===== config.mk =====
export PLATFORM = sky130hd
export DESIGN_NAME = ctn_decode
export DESIGN_NICKNAME = d
export VERILOG_FILES = /design/src/ctn_pkg.sv /design/src/ctn_decode.sv
export VERILOG_INCLUDE_DIRS = /design/src
export SDC_FILE = /design/constraint.sdc
export NUM_CORES = 1
export LEC_CHECK = 0
export BUFFER_PORTS_ARGS = -buffer_cell sky130_fd_sc_hd__buf_2
export CAP_MARGIN = 10
export CORE_AREA = 2 2 73 75
export DETAILED_ROUTE_END_ITERATION = 10
export DIE_AREA = 0 0 75 77
export GPL_ROUTABILITY_DRIVEN = 0
export GPL_TIMING_DRIVEN = 0
export PLACE_DENSITY = 0.61
export SYNTH_ARGS = -nofsm -noshare
export SYNTH_HDL_FRONTEND = slang
export SYNTH_SLANG_ARGS = --single-unit
export TNS_END_PERCENT = 5

===== constraint.sdc =====
create_clock -name clk_aon -period 1.1 [get_ports clk_aon]
set_clock_uncertainty 0.15 [all_clocks]
set_input_delay 0.22 -clock clk_aon [delete_from_list [all_inputs] [get_ports clk_aon]]
set_output_delay 0.22 -clock clk_aon [all_outputs]
set_load 0.01 [all_outputs]

===== src/chip_cfg.svh =====
/*
 * Chip shell configuration constants
 * Pad counts, CTN window, SRAM geometry and POR thresholds
 */
`ifndef CHIP_CFG_SVH
`define CHIP_CFG_SVH

// Pads and GPIO
`define CHIP_GPIO_W     32
`define CHIP_MIO_PADS   21

// CTN egress window
`define CTN_BASE_ADDR   32'h4100_0000
`define CTN_SIZE_BYTES  4096
`define CTN_DW          32

// CTN SRAM geometry in words
`define CTN_SRAM_DEPTH  1024
`define CTN_SRAM_AW     10

// Supply pattern breakpoints, in counter ticks
`define POR_LOW1_END    4
`define POR_HIGH1_END   8
`define POR_LOW2_END    12

`endif


===== src/ctn_pkg.sv =====
/*
 * CTN egress types: bus address, data, byte enables, SRAM word index
 */
`include "chip_cfg.svh"

package ctn_pkg;

  typedef logic [31:0]              ctn_addr_t;
  typedef logic [`CTN_DW-1:0]       ctn_data_t;
  typedef logic [`CTN_DW/8-1:0]     ctn_be_t;

  // Word index into the CTN SRAM
  typedef logic [`CTN_SRAM_AW-1:0]  sram_idx_t;

endpackage


===== src/ctn_decode.sv =====
/*
 * CTN egress decoder
 * Steers window hits to the SRAM and answers misses with an error
 */
`include "chip_cfg.svh"

module ctn_decode (
  input  logic              clk_aon,
  input  logic              rst_ctn_n_i,
  input  logic              req_i,
  input  logic              we_i,
  input  ctn_pkg::ctn_addr_t addr_i,
  input  ctn_pkg::ctn_data_t wdata_i,
  input  ctn_pkg::ctn_be_t   be_i,
  output logic              sram_req_o,
  output logic              sram_we_o,
  output ctn_pkg::sram_idx_t sram_idx_o,
  output ctn_pkg::ctn_data_t sram_wdata_o,
  output ctn_pkg::ctn_be_t   sram_be_o,
  input  logic              sram_rvalid_i,
  input  ctn_pkg::ctn_data_t sram_rdata_i,
  output logic              rsp_valid_o,
  output logic              rsp_err_o,
  output ctn_pkg::ctn_data_t rsp_rdata_o
);

  localparam ctn_pkg::ctn_addr_t win_mask = ~ctn_pkg::ctn_addr_t'(`CTN_SIZE_BYTES - 1);

  logic       in_win;
  logic [1:0] err_q;

  assign in_win = (addr_i & win_mask) == ctn_pkg::ctn_addr_t'(`CTN_BASE_ADDR);

  // Window hits go straight to the SRAM, word addressed
  assign sram_req_o   = req_i & in_win;
  assign sram_we_o    = we_i;
  assign sram_idx_o   = addr_i[`CTN_SRAM_AW+1:2];
  assign sram_wdata_o = wdata_i;
  assign sram_be_o    = be_i;

  // Misses ride a two-stage pipe to line up with SRAM latency
  always_ff @(posedge clk_aon or negedge rst_ctn_n_i) begin
    if (!rst_ctn_n_i) begin
      err_q <= '0;
    end else begin
      err_q <= {err_q[0], req_i & ~in_win};
    end
  end

  ////////////////////////////////////////////////////////////
  // Response merge
  ////////////////////////////////////////////////////////////

  assign rsp_valid_o = sram_rvalid_i | err_q[1];
  assign rsp_err_o   = err_q[1];
  assign rsp_rdata_o = sram_rvalid_i ? sram_rdata_i : '0;

  // In-order pipes, so SRAM and error slots never collide
  a_rsp_onehot: assert property (@(posedge clk_aon) disable iff (!rst_ctn_n_i)
    !(sram_rvalid_i && err_q[1]));

endmodule


==> impl_metrics.csv <==
group,metric,value,unit
power,leakage,1.07,nW
synthesis,syn_inst,94,
synthesis,ys_ff_latch,2,
synthesis,synth_ff_type,"dfrtp_1",
die,core_area,4980,um^2
cells_and_area,drive_above_1_share,93.6,%
critical_path,critPathLaunchType,"primary input",
power,p_sw,0.301,mW
hold_path,min_from,"req_i",
power,pwr-share-comb,63.9,%
cells_and_area,top_register,"err_q",
synthesis,yosysSeqAreaShare,7.33,%
sta,rsz0062_at_grt,"true",
power,peakVddDrop,0.232,mV
status,violations,"setup timing",
power,power,1.03,mW
place,dpl_cell_area,1460,um^2
clock_tree,cts_max_level,1,
power,pwr-share-seq,7.7,%
clock_tree,cts_tree,"done",
clock_tree,clk_latency,0.22,ns
cells_and_area,post-route-cell-area,1800,um^2
sta,relSlewSlack,79.3,%
cells_and_area,final_util,36.2,%
die,ios,187,
clock_tree,postCtsSetupBuffers,0,
sta,slew_violations,0,
power,p_int,0.733,mW
routing,drt_iter0_drc,3,
critical_path,r2r_slack,0.50,ns
sta,setup_slack,-0.350,ns
critical_path,max_stage_delay,0.26,ns
synthesis,synth_edf_count,0,
global_route,grt_pass1_wl,4.00,mm
global_route,grtUsageTotal,8.84,%
synthesis,ys_types,11,
sta,worst_slew_pin_slew,0.308,ns
cells_and_area,num-nets-final,342,
global_route,grt_pass1_vias,970,
sta,period_share,132,%
sta,final_hold_viol_count,0,
critical_path,critPathTopFamily,"simple AND/OR/NAND/NOR gates",
synthesis,synthesis.nets,199,
die,placementRows,26,
routing,first_pass_iters,3,
routing,routedWlPerCell,10.5,um
die,start_util,13.7,%
critical_path,path_buf_inv,2,
critical_path,path_cells,"buf_6, nor4_4, and3_1, and4_1, buf_2",
synthesis,netlist_area,683,um^2
die,die_h,77,um
routing,drt_wl_total,3.20,mm
critical_path,cp.required,0.73,ns
cells_and_area,synthToLayoutAreaGrowth,164,%
cells_and_area,final_cells,305,
global_route,grt-ovfl-total,0,
clock_tree,cts_made_buffers,3,
synthesis,yosys.area.top_type,"buf_4",
place,dp_hpwl,2.74,mm
routing,antenna_left,0,
die,dieArea,5780,um^2
synthesis,synth_top_cell_area_share,51.6,%
synthesis,yosysWarnings,0,
global_route,antenna_found_initial,0,
cells_and_area,antenna_cells,0,
critical_path,cp.arrival,1.08,ns
routing,drc_errors,0,
cells_and_area,largest_register_ffs,2,
routing,via_count,1106,
die,die_x,75,um
power,power.density,573,nW/um^2
cells_and_area,top_regs,"err_q x2",
sta,period_minus_slack,1.45,ns
synthesis,yosys-top-cells-count,"buf_4, and2_1, nor4_1",
critical_path,path_class,"primary input to output port",
synthesis,syn_avg_cell_area,7.27,um^2
hold_path,hold_class,"primary input to flip-flop",
sta,report.final.setup_viol,2,
clock_tree,clock-root-buffer,"clkbuf_8",
critical_path,reg2reg_from,"err_q[0]",
place,portBuffers,137,
status,status,"finished with violations",
clock_tree,clock_sinks,2,
synthesis,synth.area.top_cells,"buf_4, and2_1, dfrtp_1, nor4_1, and4bb_2",
power,p_sw_share,29.1,%
routing,vias_per_cell,3.63,
critical_path,startpoint,"addr_i[20]",
global_route,grt_max_degree,11,
critical_path,critPathSlowestCell,"nor4_4",
synthesis,yosysMostFrequentCell,"buf_4",
cells_and_area,nFillCells,502,
sta,max_freq,689,MHz
power,pwr-share-clk,28.5,%
clock_tree,clk_path_buf_depth,2,
critical_path,worstSetupEndpointType,"output port",
job,drv_cap,0,
synthesis,async_reset_ff_share,100,%
clock_tree,clk_pin_slew,0.03,ns
critical_path,path_max_fanout,2,
place,place_inst,301,
layout by cell type, fill, tap and decap left out:
cell type,netlist,final
nor4_4,0,2
clkbuf_8,0,3
inv_1,1,1
dfrtp_1,2,2
buf_8,0,3
a31oi_1,1,1
dlygate4sd3_1,0,1
and2_1,32,6
and3_1,1,1
or2_4,0,1
and4_1,1,1
buf_2,0,112
and2_4,0,26
buf_12,0,1
buf_6,0,24
and4bb_2,1,1
buf_4,47,47
nor4_1,4,2
logic make-up (layout without fill, tap and decap cells):
family          count (synthesis)  after routing  share of synthesized area, %
compound gates                  1              1                         0.916
buf+inv                        51            192                          53.8
flops                           2              2                          7.33
simple gates                   40             40                          37.9
what timing repair did:
action | in CTS | in global routing
setup endpoints to repair | 32 | 33
pin swaps | 3 | 3
hold endpoints to repair | 2 | 0
resized for setup | 29 | 42
hold buffers | 1 | 0
worst paths after layout:
kind                         endpoint  cells past startpoint
setup reg to reg             err_q[1]                      0
hold reg to reg              err_q[1]                      0
setup / recovery           sram_req_o                      5
hold / removal               err_q[0]                      3
min in group asynchronous    err_q[1]                      2
max in group asynchronous    err_q[0]                      2
cell type report:
type,count,area [um^2],area share [%]
clock buffers,3,41.3,2.29
inverters,1,3.75,0.208
repair buffers,138,861,47.7
well taps,70,87.6,4.85
plain buffers,50,398,22.1
multi-input cells,41,363,20.1
flip-flops and latches,2,50.0,2.77
metrics by stage:
step	setup WS [ns]	TNS [ns]	hold WS, ns
after floorplan	-0.108	-0.108	-0.226
after global placement	-0.464	-6.11	-0.143
after global routing	-0.418	-0.684	0.122
final	-0.350	-0.539	0.111
after detailed placement	-0.450	-6.42	-0.141
after CTS	-0.389	-0.812	0.105
tightest hold or removal path, stage by stage:
cell     delay, ns
buf_2         0.10
inv_1         0.04
a31oi_1       0.05
power groups by stage:
stage	registers (mW)	clock network (mW)	logic, mW
after floorplan	0.0807	0	0.271
after global placement	0.0796	0	0.515
after detailed placement	0.0796	0	0.519
after CTS	0.0789	0.309	0.577
after global routing	0.0794	0.323	0.707
final	0.0791	0.294	0.661
layer usage:
layer / global-route usage [%] / vias to the layer above / wire length, um
li1: - / 530 / -
met1: 6.43 / 456 / 872
met2: 19.6 / 115 / 1810
met3: 2.37 / 5 / 473
met4: 2.68 / 0 / 48
met5: 0 / - / 0
(Power assumes the default switching activity.)
