--- src/chip_cfg.svh ---
/*
 * Chip shell configuration constants
 * Pad counts, CTN window, SRAM geometry and POR thresholds
 */
`ifndef CHIP_CFG_SVH
`define CHIP_CFG_SVH

// Pads and GPIO
`define CHIP_GPIO_W     32
`define CHIP_MIO_PADS   21

// CTN egress window
`define CTN_BASE_ADDR   32'h4100_0000
`define CTN_SIZE_BYTES  4096
`define CTN_DW          32

// CTN SRAM geometry in words
`define CTN_SRAM_DEPTH  1024
`define CTN_SRAM_AW     10

// Supply pattern breakpoints, in counter ticks
`define POR_LOW1_END    4
`define POR_HIGH1_END   8
`define POR_LOW2_END    12

`endif

--- src/chip_por_gen.sv ---
/*
 * Power-on reset generator
 * Fakes a low-high-low-high supply ramp and derives the CTN reset from it
 */
`include "chip_cfg.svh"

module chip_por_gen (
  input  logic clk_aon,
  input  logic arst_n_i,
  output logic por_n_o,
  output logic rst_ctn_n_o
);

  logic [3:0] cnt_q;
  logic       vcc_supp;
  logic [1:0] ctn_sync_q;

  // Counts up once and stops at all ones
  always_ff @(posedge clk_aon or negedge arst_n_i) begin
    if (!arst_n_i) begin
      cnt_q <= '0;
    end else if (cnt_q != 4'hf) begin
      cnt_q <= cnt_q + 4'd1;
    end
  end

  // Supply level seen by the POR detector
  assign vcc_supp = (cnt_q < 4'(`POR_LOW1_END))  ? 1'b0 :
                    (cnt_q < 4'(`POR_HIGH1_END)) ? 1'b1 :
                    (cnt_q < 4'(`POR_LOW2_END))  ? 1'b0 : 1'b1;

  always_ff @(posedge clk_aon or negedge arst_n_i) begin
    if (!arst_n_i) begin
      por_n_o <= 1'b0;
    end else begin
      por_n_o <= vcc_supp;
    end
  end

  // CTN reset asserts with POR, releases two edges after it
  always_ff @(posedge clk_aon or negedge por_n_o) begin
    if (!por_n_o) begin
      ctn_sync_q <= '0;
    end else begin
      ctn_sync_q <= {ctn_sync_q[0], 1'b1};
    end
  end

  assign rst_ctn_n_o = ctn_sync_q[1];

  // Supply ramp is over once the counter has stopped
  a_por_stable: assert property (@(posedge clk_aon) disable iff (!arst_n_i)
    (cnt_q == 4'hf) |=> por_n_o);

endmodule

--- config.mk ---
export PLATFORM = sky130hd
export DESIGN_NAME = chip_por_gen
export DESIGN_NICKNAME = d
export VERILOG_FILES = /design/src/chip_por_gen.sv
export VERILOG_INCLUDE_DIRS = /design/src
export SDC_FILE = /design/constraint.sdc
export NUM_CORES = 1
export LEC_CHECK = 0
export BUFFER_PORTS_ARGS = -buffer_cell sky130_fd_sc_hd__clkbuf_2
export CAP_MARGIN = 20
export CORE_AREA = 2 2 39 41
export CTS_BUF_LIST = sky130_fd_sc_hd__clkbuf_4 sky130_fd_sc_hd__clkbuf_8
export DETAILED_ROUTE_END_ITERATION = 16
export DIE_AREA = 0 0 41 43
export SLEW_MARGIN = 20
export SYNTH_ARGS = -nofsm -noshare
export SYNTH_HDL_FRONTEND = slang
export SYNTH_SLANG_ARGS = --single-unit
--- constraint.sdc ---
create_clock -name clk_aon -period 0.8 [get_ports clk_aon]
set_input_delay 0.04 -clock clk_aon [delete_from_list [all_inputs] [get_ports clk_aon]]
set_output_delay 0.04 -clock clk_aon [all_outputs]
set_load 0.1 [all_outputs]
==> tab_implementation.tex <==
\begin{tabular}{lr}
\hline
Metric & Value \\
\hline
\multicolumn{2}{l}{\textbf{Synthesis}} \\
Flip-flop and latch count after synthesis & 7 \\
Post-synthesis cell area & 265 sq um \\
Avg Cell Area, Syn & 14.0 sq um \\
Number of warnings reported in the yosys synthesis log & 0 \\
Synth Net Count & 22 \\
Post-synthesis cell type count & 12 \\
Cell count after synthesis & 19 \\
Post-synthesis sequential area ratio & 0.660 \\
\multicolumn{2}{l}{\textbf{GRT}} \\
Maximum number of pins on one net before global-route repair & 6 \\
Overall fraction of global-route tracks in use & 0.0747 \\
Global-route wire length before repair & 807 um \\
Antenna violations before repair & 0 \\
Aggregate global routing overflow & 0 \\
Vias in the first global route & 210 \\
\multicolumn{2}{l}{\textbf{Timing}} \\
Fmax achieved & 942 MHz \\
Clock period minus final worst setup slack & 1.06 ns \\
Fin worst setup slack & -0.262 ns \\
Setup skew after layout & 0.00164 ns \\
Final total negative setup slack & -1.08 ns \\
Setup violations, final & 6 \\
Count of endpoints failing hold in the final timing report & 0 \\
Unrepaired setup endpoints after global routing & yes \\
Final critical-path share of the clock period & 1.33 \\
Max-slew violation total from the final report & 0 \\
\multicolumn{2}{l}{\textbf{Flow run}} \\
Max-cap violation count & 0 \\
\multicolumn{2}{l}{\textbf{Route}} \\
Vias per inst & 4.02 \\
Detailed-route wire length per cell & 10.6 um \\
Routed WL & 519 um \\
Number of nets with antenna violations after routing & 0 \\
DRC viols & 0 \\
Total number of vias & 197 \\
DRC marker count from the first detailed-route iteration & 1 \\
TritonRoute pass-1 iters & 2 \\
\multicolumn{2}{l}{\textbf{Clock tree}} \\
CTS-repair resized insts & 0 \\
Clock slew at reported path FFs & 0.05 ns \\
Number of CTS-inserted buffers & 3 \\
Total number of H-tree levels & 1 \\
Number of sinks driven by the clock tree & 7 \\
Clock Tree Root & sky130\_fd\_sc\_hd\_\_clkbuf\_4 \\
Maximum buffer depth of the clock tree & 2 \\
Clk Latency, worst-skew pair & 0.25 ns \\
CTS tree & yes \\
\multicolumn{2}{l}{\textbf{Final layout}} \\
Antenna fix cells & 0 \\
Most frequent standard cell in the layout excluding fill and tap cells & sky130\_fd\_sc\_hd\_\_buf\_4 \\
Filler Cells Inserted & 137 \\
Non-filler instance count after layout & 49 \\
Final nets & 37 \\
Final instance area & 424 sq um \\
Share of layout cells above drive strength 1 & 0.576 \\
Highest-count cells in the layout ignoring fill and taps & sky130\_fd\_sc\_hd\_\_buf\_4, sky130\_fd\_sc\_hd\_\_dfrtp\_1, sky130\_fd\_sc\_hd\_\_clkbuf\_4 \\
Area Growth Syn to Fin & 59.9\% \\
\multicolumn{2}{l}{\textbf{Placement}} \\
HPWL after detailed placement & 407 um \\
Count of buffers inserted at the top-level ports & 3 \\
Placer Congestion & 0.518 \\
Number of cells after detailed placement & 42 \\
Area of placed instances & 369 sq um \\
\multicolumn{2}{l}{\textbf{Pwr}} \\
IR Drop Worst-Case VDD & 0.462 mV \\
Leakage & 0.183 nW \\
Pwr/cell area & 1770 mW/mm\^{}2 \\
\multicolumn{2}{l}{\textbf{Worst hold path}} \\
Worst hold-check path type & in -> async \\
\multicolumn{2}{l}{\textbf{Status}} \\
Run status & complete, but fails checks \\
Violations in the final reports & negative setup slack \\
\multicolumn{2}{l}{\textbf{Worst setup path}} \\
Arrival time worst endpoint & 1.19 ns \\
Critical path class & reg -> reg \\
Critical path data required time & 0.93 ns \\
Category of the worst setup path capture point & register \\
Kind of launch point of the worst setup path & register \\
Max FO, Critical Path & 2 \\
\multicolumn{2}{l}{\textbf{Floorplanning}} \\
Initial Utilization & 0.192 \\
Std-Cell Rows & 14 \\
Die Ht & 43 um \\
Die width & 41 um \\
Core ar. & 0.00138 sq mm \\
Number of top-level pins & 4 \\
Die area & 0.00176 sq mm \\
\hline
\end{tabular}
critical path, stage by stage, from the launching register on:
cell	delay, ns
sky130_fd_sc_hd__dfrtp_1	0.37
sky130_fd_sc_hd__ha_2	0.20
sky130_fd_sc_hd__nand3_2	0.07
sky130_fd_sc_hd__mux2_4	0.30
sequential cells by signal (all words and copies together) (netlist names):
register    cells
por_n_o         1
cnt_q           4
ctn_sync_q      2
layer usage:
| metal | up-vias | track usage | routed length [um] |
|---|---|---|---|
| li1 | 92 | - | - |
| met1 | 101 | 0.0556 | 186 |
| met2 | 4 | 0.131 | 308 |
| met3 | 0 | 0.0157 | 24 |
| met4 | 0 | 0.0800 | 0 |
| met5 | - | 0 | 0 |
cell usage after synthesis:
library cell	n	area (sq um)
sky130_fd_sc_hd__ha_1	1	12.5
sky130_fd_sc_hd__nand3_2	1	10.0
sky130_fd_sc_hd__mux2_4	1	15.0
sky130_fd_sc_hd__a31oi_1	1	6.26
sky130_fd_sc_hd__a21oi_1	1	5.00
sky130_fd_sc_hd__nor2b_1	2	12.5
sky130_fd_sc_hd__nor2_1	1	3.75
sky130_fd_sc_hd__dfrtp_1	7	175
sky130_fd_sc_hd__conb_1	1	3.75
sky130_fd_sc_hd__xor2_1	1	8.76
sky130_fd_sc_hd__a41oi_1	1	8.76
sky130_fd_sc_hd__clkbuf_1	1	3.75
where the power goes:
group	leakage, nW	internal, mW	total, mW	switching [mW]
registers	0.0637	0.361	0.363	0.00278
clock network	0.0184	0.224	0.346	0.122
logic	0.101	0.0149	0.0411	0.0262
total	0.183	0.599	0.751	0.151
final cells by class:
cell class	count	area (sq um)	area share
flip-flops and latches	7	178	0.419
repair buffers	11	108	0.254
multi-input cells	11	88.8	0.209
clock buffers	4	30.0	0.0708
well taps	16	20.0	0.0472
logic make-up (layout without fill, tap and decap cells):
logic type               count (synthesis)  count (layout)  share of synthesized area
adder cells (fa/ha/maj)                  1               1                     0.0472
AND/OR/NAND/NOR                          4               4                     0.0990
other                                    1               1                     0.0141
XOR/XNOR                                 1               1                     0.0330
AO/OA/AOI/OAI                            3               3                     0.0755
flip-flops                               7               7                      0.660
multiplexers                             1               1                     0.0566
buffers and inverters                    1              15                     0.0141
final timing paths:
kind                                               from                       to  slack (ns)  depth (start not counted)
worst max register to register     cnt_q[1]$_DFFE_PN0P_     cnt_q[1]$_DFFE_PN0P_       -0.26                          3
max in group asynchronous                      arst_n_i        por_n_o$_DFF_PN0_        0.51                          2
worst max-delay path               cnt_q[1]$_DFFE_PN0P_     cnt_q[1]$_DFFE_PN0P_       -0.26                          3
worst min-delay path                           arst_n_i     cnt_q[3]$_DFFE_PN0P_        0.14                          2
min in group clk_aon            ctn_sync_q[0]$_DFF_PN0_  ctn_sync_q[1]$_DFF_PN0_        0.36                          0
worst min register to register        por_n_o$_DFF_PN0_  ctn_sync_q[0]$_DFF_PN0_        0.18                          1
what timing repair did:
item                       in CTS  in global routing
pin swaps                       3                  1
hold buffers                    1                  0
buffers inserted                2                  0
hold endpoints to repair        5                  0
setup endpoints to repair       6                  6
through the flow:
step | worst slack, ns | hold WS (ns) | total power [mW] | util
floorplan | -0.299 | -0.256 | 0.388 | -
global placement | -0.248 | -0.144 | 0.407 | 0.267
detailed placement | -0.270 | -0.139 | 0.407 | 0.267
CTS | -0.274 | 0.126 | 0.770 | 0.307
global route | -0.305 | 0.163 | 0.786 | 0.307
finish | -0.262 | 0.138 | 0.751 | 0.307
Note: power is estimated with default switching activity, not from simulation.
